--- src/source/dma_buf_pkg.sv ---
// data-path types only; a buffer row is one byte and is read back as two nibbles, low first
package dma_buf_pkg;

    // cpu side data unit
    typedef logic [7:0] byte_t;             // one byte from the cpu

    // memory side data unit
    typedef logic [3:0] nibble_t;           // one nibble toward memory

    // one buffer row, written as a byte and read as two nibbles
    // n[0] overlays bits 3:0, n[1] overlays bits 7:4
    typedef union packed
    {
        byte_t        b;                    // write view
        nibble_t [1:0] n;                   // read view, index 0 is low nibble
    } buf_word_u;

    // both views share the same 8 bits
    // a byte written through b is drained as n[0] then n[1]
    // nothing else is kept per row

endpackage

--- src/source/dma_desc_pkg.sv ---
// descriptor field types; lengths count bytes and are limited to 16 bits
package dma_desc_pkg;

    // target memory address, passed through unchanged
    typedef logic [31:0] addr_t;            // byte address

    // transfer length in bytes, zero allowed
    typedef logic [15:0] len_t;             // up to 65535 bytes

    // a zero length moves the address only

endpackage

--- src/source/desc_ctrl.sv ---
// one descriptor in flight at a time; a new one is taken only after all 2*len nibbles have left
`timescale 1ns/1ns

module desc_ctrl (
    input  logic                 clk,
    input  logic                 resetn,
    input  logic                 desc_valid,
    input  dma_desc_pkg::addr_t  desc_addr,
    input  dma_desc_pkg::len_t   desc_len,
    input  logic                 mem_addr_ready,
    input  logic                 byte_taken,
    input  logic                 nibble_taken,
    output logic                 desc_ready,
    output logic                 mem_addr_valid,
    output dma_desc_pkg::addr_t  mem_addr,
    output logic                 cpu_open,
    output logic                 mem_open,
    output logic                 last_byte
);

    localparam logic [1:0] ST_IDLE = 2'd0;  // waiting for a descriptor
    localparam logic [1:0] ST_ADDR = 2'd1;  // address offered to memory
    localparam logic [1:0] ST_MOVE = 2'd2;  // data moving

    logic [1:0]           state;
    dma_desc_pkg::addr_t  addr_q;           // latched start address
    dma_desc_pkg::len_t   len_q;            // latched byte count
    dma_desc_pkg::len_t   byte_cnt;         // bytes taken from cpu
    logic [16:0]          nib_cnt;          // nibbles sent to memory
    logic                 nib_done;         // final nibble of descriptor

    assign desc_ready     = (state == ST_IDLE);
    assign mem_addr_valid = (state == ST_ADDR);
    assign mem_addr       = addr_q;

    // high on the transfer of byte len-1
    assign last_byte = byte_taken && (byte_cnt == len_q - 16'd1);

    // 2*len nibbles per descriptor
    assign nib_done = nibble_taken && (nib_cnt == {len_q, 1'b0} - 17'd1);

    always_ff @(posedge clk)
    begin
        if (!resetn)
        begin
            state    <= ST_IDLE;
            cpu_open <= 1'b0;
            mem_open <= 1'b0;
            byte_cnt <= '0;
            nib_cnt  <= '0;
            addr_q   <= '0;
            len_q    <= '0;
        end
        else
        begin
            // bytes count in every state once cpu_open is up
            if (byte_taken)
                byte_cnt <= byte_cnt + 16'd1;
            if (last_byte)
                cpu_open <= 1'b0;               // no more cpu bytes
            case (state)
                ST_IDLE:
                begin
                    if (desc_valid)
                    begin
                        addr_q   <= desc_addr;
                        len_q    <= desc_len;
                        cpu_open <= (desc_len != '0);  // cpu side opens early
                        state    <= ST_ADDR;
                    end
                end
                ST_ADDR:
                begin
                    if (mem_addr_ready)
                    begin
                        mem_open <= (len_q != '0);
                        // zero length goes straight back to idle
                        state    <= (len_q == '0) ? ST_IDLE : ST_MOVE;
                    end
                end
                default:
                begin
                    if (nibble_taken)
                        nib_cnt <= nib_cnt + 17'd1;
                    if (nib_done)
                    begin
                        // everything has left, rearm for the next descriptor
                        nib_cnt  <= '0;
                        byte_cnt <= '0;
                        mem_open <= 1'b0;
                        state    <= ST_IDLE;
                    end
                end
            endcase
        end
    end

    // the feeder may only take a byte while the count is below the length
    a_byte_bound: assert property (@(posedge clk) disable iff (!resetn)
        byte_taken |-> (byte_cnt < len_q));

endmodule

--- src/source/byte_intake.sv ---
// buffer writable flags must mean empty; the select only moves off a sealed buffer
`timescale 1ns/1ns

module byte_intake (
    input  logic                 clk,
    input  logic                 resetn,
    input  logic                 cpu_valid,
    input  dma_buf_pkg::byte_t   cpu_data,
    input  logic                 cpu_open,
    input  logic                 last_byte,
    input  logic [1:0]           buf_writable,
    input  logic [1:0]           buf_sealed,
    output logic                 cpu_ready,
    output logic                 byte_taken,
    output logic [1:0]           buf_wr,
    output logic [1:0]           buf_seal,
    output dma_buf_pkg::byte_t   buf_wr_data
);

    logic fill_sel;                         // buffer being filled
    logic other_sel;                        // the partner buffer

    assign other_sel = ~fill_sel;

    // ready only into a buffer that still takes rows
    assign cpu_ready  = cpu_open && buf_writable[fill_sel];
    assign byte_taken = cpu_valid && cpu_ready;

    // steer the write and seal to the filling buffer
    always_comb
    begin
        buf_wr   = 2'b00;
        buf_seal = 2'b00;
        buf_wr[fill_sel]   = byte_taken;
        buf_seal[fill_sel] = last_byte;     // early seal on final byte
    end

    assign buf_wr_data = cpu_data;          // same byte to both, wr picks

    // move on once ours is sealed and the partner is empty again
    always_ff @(posedge clk)
    begin
        if (!resetn)
            fill_sel <= 1'b0;
        else if (buf_sealed[fill_sel] && buf_writable[other_sel])
            fill_sel <= other_sel;
    end

endmodule

--- src/source/pingpong_buffer.sv ---
// DEPTH of 2 or more; rd is only honoured while sealed, wr only while writable
`timescale 1ns/1ns

module pingpong_buffer #(
    parameter int DEPTH = 8
) (
    input  logic                  clk,
    input  logic                  resetn,
    input  logic                  wr,
    input  logic                  seal,
    input  dma_buf_pkg::byte_t    wr_data,
    input  logic                  rd,
    output logic                  writable,
    output logic                  sealed,
    output logic                  last,
    output dma_buf_pkg::nibble_t  rd_nibble
);

    localparam int AW = $clog2(DEPTH);      // row index width

    dma_buf_pkg::buf_word_u mem [DEPTH];    // row storage
    logic [AW:0]            wr_cnt;         // rows written, 0..DEPTH
    logic [AW-1:0]          rd_row;         // row being drained
    logic                   half;           // 0 low nibble, 1 high nibble
    logic                   sealed_q;

    assign sealed   = sealed_q;
    assign writable = !sealed_q;            // unsealed means empty or filling

    // nibble view of the current row
    assign rd_nibble = mem[rd_row].n[half];

    // high nibble of the last written row
    assign last = sealed_q && half && (({1'b0, rd_row} + 1'b1) == wr_cnt);

    // byte view on write
    always_ff @(posedge clk)
    begin
        if (wr)
            mem[wr_cnt[AW-1:0]].b <= wr_data;
    end

    always_ff @(posedge clk)
    begin
        if (!resetn)
        begin
            wr_cnt   <= '0;
            rd_row   <= '0;
            half     <= 1'b0;
            sealed_q <= 1'b0;
        end
        else if (sealed_q)
        begin
            if (rd)
            begin
                if (last)
                begin
                    // drained, back to empty
                    wr_cnt   <= '0;
                    rd_row   <= '0;
                    half     <= 1'b0;
                    sealed_q <= 1'b0;
                end
                else if (half)
                begin
                    half   <= 1'b0;
                    rd_row <= rd_row + 1'b1;    // next row
                end
                else
                    half <= 1'b1;               // low done, high next
            end
        end
        else if (wr)
        begin
            wr_cnt <= wr_cnt + 1'b1;
            // full or final descriptor byte
            if (seal || (wr_cnt == (AW + 1)'(DEPTH - 1)))
                sealed_q <= 1'b1;
        end
    end

    // the feeder must have moved away before writing again
    a_no_wr_sealed: assert property (@(posedge clk) disable iff (!resetn)
        wr |-> !sealed_q);

endmodule

--- src/source/nibble_drain.sv ---
// drains buffers strictly in the order they were filled, starting with buffer 0
`timescale 1ns/1ns

module nibble_drain (
    input  logic                        clk,
    input  logic                        resetn,
    input  logic                        mem_open,
    input  logic                        mem_ready,
    input  logic [1:0]                  buf_sealed,
    input  logic [1:0]                  buf_last,
    input  dma_buf_pkg::nibble_t [1:0]  buf_nibble,
    output logic                        mem_valid,
    output dma_buf_pkg::nibble_t        mem_data,
    output logic                        nibble_taken,
    output logic [1:0]                  buf_rd
);

    logic drain_sel;                        // buffer being drained

    // valid only from a sealed buffer
    assign mem_valid    = mem_open && buf_sealed[drain_sel];
    assign mem_data     = buf_nibble[drain_sel];
    assign nibble_taken = mem_valid && mem_ready;

    // read strobe back to the draining buffer
    always_comb
    begin
        buf_rd = 2'b00;
        buf_rd[drain_sel] = nibble_taken;
    end

    // switch on the edge that takes the final nibble
    always_ff @(posedge clk)
    begin
        if (!resetn)
            drain_sel <= 1'b0;
        else if (nibble_taken && buf_last[drain_sel])
            drain_sel <= ~drain_sel;
    end

    // held offer stays put until memory takes it
    a_hold_data: assert property (@(posedge clk) disable iff (!resetn)
        (mem_valid && !mem_ready) |=> (mem_valid && $stable(mem_data)));

endmodule

--- src/source/dma_cpu_to_mem.sv ---
// cpu-to-memory direction only; each cpu byte leaves as two nibbles, low nibble first
`timescale 1ns/1ns

module dma_cpu_to_mem #(
    parameter int DEPTH = 8
) (
    input  logic                  clk,
    input  logic                  resetn,
    input  logic                  desc_valid,
    input  dma_desc_pkg::addr_t   desc_addr,
    input  dma_desc_pkg::len_t    desc_len,
    output logic                  desc_ready,
    output logic                  mem_addr_valid,
    output dma_desc_pkg::addr_t   mem_addr,
    input  logic                  mem_addr_ready,
    input  logic                  cpu_valid,
    input  dma_buf_pkg::byte_t    cpu_data,
    output logic                  cpu_ready,
    output logic                  mem_valid,
    output dma_buf_pkg::nibble_t  mem_data,
    input  logic                  mem_ready
);

    logic                        cpu_open;      // cpu side may send
    logic                        mem_open;      // memory side may receive
    logic                        last_byte;     // final byte of descriptor
    logic                        byte_taken;
    logic                        nibble_taken;
    logic [1:0]                  buf_wr;
    logic [1:0]                  buf_seal;
    logic [1:0]                  buf_rd;
    logic [1:0]                  buf_writable;
    logic [1:0]                  buf_sealed;
    logic [1:0]                  buf_last;
    dma_buf_pkg::byte_t          buf_wr_data;
    dma_buf_pkg::nibble_t [1:0]  buf_nibble;

    desc_ctrl desc_ctrl_inst (
        .clk            (clk),
        .resetn         (resetn),
        .desc_valid     (desc_valid),
        .desc_addr      (desc_addr),
        .desc_len       (desc_len),
        .mem_addr_ready (mem_addr_ready),
        .byte_taken     (byte_taken),
        .nibble_taken   (nibble_taken),
        .desc_ready     (desc_ready),
        .mem_addr_valid (mem_addr_valid),
        .mem_addr       (mem_addr),
        .cpu_open       (cpu_open),
        .mem_open       (mem_open),
        .last_byte      (last_byte)
    );

    byte_intake byte_intake_inst (
        .clk          (clk),
        .resetn       (resetn),
        .cpu_valid    (cpu_valid),
        .cpu_data     (cpu_data),
        .cpu_open     (cpu_open),
        .last_byte    (last_byte),
        .buf_writable (buf_writable),
        .buf_sealed   (buf_sealed),
        .cpu_ready    (cpu_ready),
        .byte_taken   (byte_taken),
        .buf_wr       (buf_wr),
        .buf_seal     (buf_seal),
        .buf_wr_data  (buf_wr_data)
    );

    // ping and pong
    for (genvar i = 0; i < 2; i++)
    begin : g_buf
        pingpong_buffer #(
            .DEPTH (DEPTH)
        ) pingpong_buffer_inst (
            .clk       (clk),
            .resetn    (resetn),
            .wr        (buf_wr[i]),
            .seal      (buf_seal[i]),
            .wr_data   (buf_wr_data),
            .rd        (buf_rd[i]),
            .writable  (buf_writable[i]),
            .sealed    (buf_sealed[i]),
            .last      (buf_last[i]),
            .rd_nibble (buf_nibble[i])
        );
    end

    nibble_drain nibble_drain_inst (
        .clk          (clk),
        .resetn       (resetn),
        .mem_open     (mem_open),
        .mem_ready    (mem_ready),
        .buf_sealed   (buf_sealed),
        .buf_last     (buf_last),
        .buf_nibble   (buf_nibble),
        .mem_valid    (mem_valid),
        .mem_data     (mem_data),
        .nibble_taken (nibble_taken),
        .buf_rd       (buf_rd)
    );

endmodule

--- config.mk ---
export PLATFORM = sky130hd
export DESIGN_NAME = dma_cpu_to_mem
export DESIGN_NICKNAME = d
export VERILOG_FILES = /design/src/source/dma_buf_pkg.sv /design/src/source/dma_desc_pkg.sv /design/src/source/desc_ctrl.sv /design/src/source/byte_intake.sv /design/src/source/pingpong_buffer.sv /design/src/source/nibble_drain.sv /design/src/source/dma_cpu_to_mem.sv
export SDC_FILE = /design/constraint.sdc
export NUM_CORES = 1
export LEC_CHECK = 0
export ABC_AREA = 1
export BUFFER_PORTS_ARGS = -buffer_cell sky130_fd_sc_hd__clkbuf_2
export CORE_MARGIN = 5
export CORE_UTILIZATION = 60
export DETAILED_ROUTE_END_ITERATION = 6
export GPL_TIMING_DRIVEN = 0
export PLACE_DENSITY = 0.8
export SETUP_SLACK_MARGIN = 0.4
export SLEW_MARGIN = 20
export SYNTH_ARGS = -nofsm -noshare
export SYNTH_HDL_FRONTEND = slang
export SYNTH_HIERARCHICAL = 1
export SYNTH_SLANG_ARGS = --single-unit
--- constraint.sdc ---
create_clock -name clk -period 3.05 [get_ports clk]
set_input_delay 0 -clock clk [delete_from_list [all_inputs] [get_ports clk]]
set_output_delay 0 -clock clk [all_outputs]
set_load 0.02 [all_outputs]
==> impl_metrics.env <==
export IMPL_setup_viol=0
export IMPL_grt_pass1_vias=9792
export IMPL_path_clk_slew_ns=0.06
export IMPL_postRouteAntennaNets=0
export IMPL_start_kind="register"
export IMPL_ys_types=48
export IMPL_reg2reg_from="g_buf[1].pingpong_buffer_inst/sealed"
export IMPL_num_vias=9879
export IMPL_drt_wl_total_um=30200
export IMPL_path_cells="inv_2 -> nand2_1 -> nand2_2 -> nand3_4 -> inv_4 -> inv_2 -> nor3_4 -> nand2_1 -> nor3b_2 -> nand2_2 -> nor3_4 -> nand3_2 -> nor2_2 -> nand2_1 -> xor2_1 -> nand2_2 -> inv_2"
export IMPL_synthesis_area_sq_mm=0.0113
export IMPL_die_w_um=147
export IMPL_dieArea_sq_mm=0.0217
export IMPL_hpwl_um=19900
export IMPL_yosys_area_share_xor_xnor_pct=1.78
export IMPL_num_antenna_cells=0
export IMPL_final_setup_worst_slack_ns=0.592
export IMPL_cts_root_buf="clkbuf_16"
export IMPL_worst_r2r_cell_count=17
export IMPL_drv_cap=0
export IMPL_tightest_slew_ns=0.896
export IMPL_fin_crit_ns=2.46
export IMPL_gp_congestion=0.911
export IMPL_synth_simple_area_share_pct=26.1
export IMPL_max_stage_delay_ns=0.38
export IMPL_end_kind="register"
export IMPL_synthAdderAreaFrac_pct=0.774
export IMPL_synthTopCellsByArea="edfxtp_1 34%, dfxtp_1 20%, nor2_1 8.1%"
export IMPL_hold_end="desc_ctrl_inst/mem_addr[30]"
export IMPL_start_util_pct=60.7
export IMPL_core_area_sq_mm=0.0186
export IMPL_crit_arrival_ns=2.92
export IMPL_holdCritPathClass="primary input to register"
export IMPL_crit_path_top_delay_cell="dfxtp_4"
export IMPL_wire_per_inst_um=17.3
export IMPL_async_flop_share_pct=0
export IMPL_syn_inst=1309
export IMPL_syn_to_final_growth_pct=21.0
export IMPL_layout_drive_gt1_share_pct=19.0
export IMPL_cts_buffers=25
export IMPL_leakagePower_nw=5.56
export IMPL_r2r_setup_slack_ns=0.59
export IMPL_synth_edf_count=128
export IMPL_ys_seq_area_share_pct=53.6
export IMPL_path_max_fanout=8
export IMPL_die_y_um=147
export IMPL_path_buf_inv=4
export IMPL_peakVddDrop_v=0.000511
export IMPL_fin_tns_setup_ns=0
export IMPL_antenna_found_initial=0
export IMPL_synth_seq_cells=239
export IMPL_ys_warn_count=6
export IMPL_synth_avg_cell_area_sq_um=8.65
export IMPL_grt_util_all_layers_pct=27.3
export IMPL_avgViaCountPerCell=5.64
export IMPL_drt_pass1_iterations=5
export IMPL_final_nets=1567
export IMPL_pwr_density_cell_mw_per_mm2=567
export IMPL_drt_iter0_drc=741
export IMPL_gr_total_overflow=0
export IMPL_io_pins=102
export IMPL_fin_crit_sh_pct=80.6
export IMPL_syn_num_nets=1378
export IMPL_required_ns=3.51
export IMPL_cts_tree="done"
export IMPL_dp_slack_ns=0.399
export IMPL_maxSlewViolCount=0
export IMPL_r2r_end="desc_ctrl_inst/byte_cnt[14]"
export IMPL_synth_compound_area_share_pct=10.9
export IMPL_htree_num_levels=1
export IMPL_grt_pass1_wl_um=48600
export IMPL_synth_top_family_by_area="simple AND/OR/NAND/NOR gates"
export IMPL_fmax_ghz=0.407
export IMPL_hold_viol=0
export IMPL_status="finished, final reports clean"
export IMPL_critical_path_class="register to register"
export IMPL_design_area_sq_mm=0.0137
export IMPL_synth_top_cell_area_share_pct=34.0
export IMPL_grt_setup_unrepaired="yes"
export IMPL_drc=0
export IMPL_placed_area_sq_mm=0.0121
export IMPL_worstHoldStart="desc_addr[30]"
export IMPL_num_rows=50
export IMPL_synth_area_mux_share_pct=0
export IMPL_grt_max_degree=17
export IMPL_clk_latency_ns=0.52
export IMPL_synth_flop_cell="edfxtp_1"
export IMPL_cpLargestDelayFamily="simple AND/OR/NAND/NOR gates"
export IMPL_hold_path_depth=4
export IMPL_synth_top_area_cell="edfxtp_1"
export IMPL_cts_sinks=239
export IMPL_clk_path_buf_depth=3
export IMPL_relSlewSlack_pct=40.0
export IMPL_finalClockSkew_ns=0.0136
export IMPL_io_buffers=93
-- logic make-up (layout without fill, tap and decap cells) --
family                   after synthesis  count (layout)
AND/OR/NAND/NOR                      634             634
buffers and inverters                185             393
flip-flops                           239             239
adder cells (fa/ha/maj)                7               7
AO/OA/AOI/OAI                        221             221
XOR/XNOR                              23              23
-- final cells by class --
cell class / count / area, sq um
flip-flops and latches: 239 / 6070
fillers: 1345 / 4940
multi-input cells: 885 / 4520
repair buffers: 162 / 1150
clock buffers: 31 / 678
inverters: 137 / 522
well taps: 234 / 293
plain buffers: 48 / 267
clock inverters: 15 / 208
-- cell usage in the layout (no fill, tap or decap), drive strengths merged --
cell         netlist  layout
or2                9       9
nor4               6       6
xor2              18      18
ha                 7       7
nor2             258     258
a211oi             1       1
clkbuf            21     145
o21bai             1       1
nor3b              1       1
nand3b             4       4
a21oi             34      34
dlygate4sd3        0      65
nand4             15      15
nand2            235     235
bufinv             0       5
buf               27      31
o211ai            38      38
clkinv             2      10
o21ai            138     138
nand3             96      96
a31oi              2       2
inv              135     137
dfxtp            111     111
xnor2              5       5
edfxtp           128     128
a21boi             5       5
nor3              10      10
a21o               1       1
o22ai              1       1
-- cell usage after synthesis, types with 18 or more instances --
master,instances
nand3_2,21
dfxtp_1,111
a21oi_1,34
o211ai_1,38
clkbuf_1,19
nand3_1,75
nand2_1,210
inv_2,28
xor2_1,18
nor2_1,243
inv_1,106
nand2_2,21
o21ai_0,135
edfxtp_1,128
-- routing by layer --
layer | global-route usage [%] | up-vias | routed length [um]
li1 | - | 4725 | -
met1 | 34.6 | 4606 | 11900
met2 | 47.0 | 443 | 14900
met3 | 4.47 | 105 | 2220
met4 | 11.0 | 0 | 1290
met5 | 0 | - | 0
-- per-stage QoR --
stage               hold WS [ns]  util (%)  total power, W  std cells
finish                     0.291      73.5         0.00777       1751
global route               0.312      73.5         0.00806       1751
CTS                        0.254      73.0         0.00776       1747
detailed placement         0.257      64.8         0.00446       1636
global placement           0.250      64.8         0.00443       1636
floorplan                  0.120         -         0.00420       1309
-- report_power, final --
group          switching (W)  internal (W)  total, W
clock network        0.00124       0.00200   0.00325
registers          0.0000783       0.00348   0.00356
logic               0.000629      0.000337  0.000965
-- repair_timing --
| action | in CTS | in global routing |
|---|---|---|
| hold buffers | 65 | 0 |
| buffers inserted | 0 | 4 |
| pin swaps | 0 | 8 |
| resized for setup | 2 | 22 |
| endpoints found under the setup margin | 3 | 24 |
| gates cloned | 0 | 0 |
| hold endpoints to repair | 183 | 0 |
-- worst min-delay path: stages --
cell           delay, ns
dlygate4sd3_1       0.52
clkbuf_2            0.10
o21ai_0             0.07
nor2_1              0.08
-- registers in the layout (all words and copies together), names as in the netlist, named ones only --
| signal | flops |
|---|---|
| desc_ctrl_inst/cpu_open | 1 |
| desc_ctrl_inst/len_q | 16 |
| desc_ctrl_inst/mem_addr | 32 |
| g_buf.pingpong_buffer_inst/mem | 128 |
| desc_ctrl_inst/mem_open | 1 |
| g_buf.pingpong_buffer_inst/wr_cnt | 8 |
| nibble_drain_inst/drain_sel | 1 |
| g_buf.pingpong_buffer_inst/sealed | 2 |
| desc_ctrl_inst/nib_cnt | 17 |
| desc_ctrl_inst/state | 2 |
| g_buf.pingpong_buffer_inst/half | 2 |
| desc_ctrl_inst/byte_cnt | 16 |
| byte_intake_inst/fill_sel | 1 |
| g_buf.pingpong_buffer_inst/rd_row | 6 |
-- worst max path at each step --
stage	slack, ns	start	endpoint	depth (start not counted)
floorplan	0.83	g_buf[1].pingpong_buffer_inst/sealed	desc_ctrl_inst/byte_cnt[14]	17
global placement	0.41	g_buf[0].pingpong_buffer_inst/sealed	g_buf[0].pingpong_buffer_inst/sealed	19
detailed placement	0.40	g_buf[0].pingpong_buffer_inst/sealed	g_buf[0].pingpong_buffer_inst/sealed	19
CTS	0.42	g_buf[1].pingpong_buffer_inst/sealed	desc_ctrl_inst/nib_cnt[16]	12
global route	0.36	nibble_drain_inst/drain_sel	desc_ctrl_inst/nib_cnt[15]	14
finish	0.59	g_buf[1].pingpong_buffer_inst/sealed	desc_ctrl_inst/byte_cnt[14]	17
Note: power is estimated with default switching activity, not from simulation.
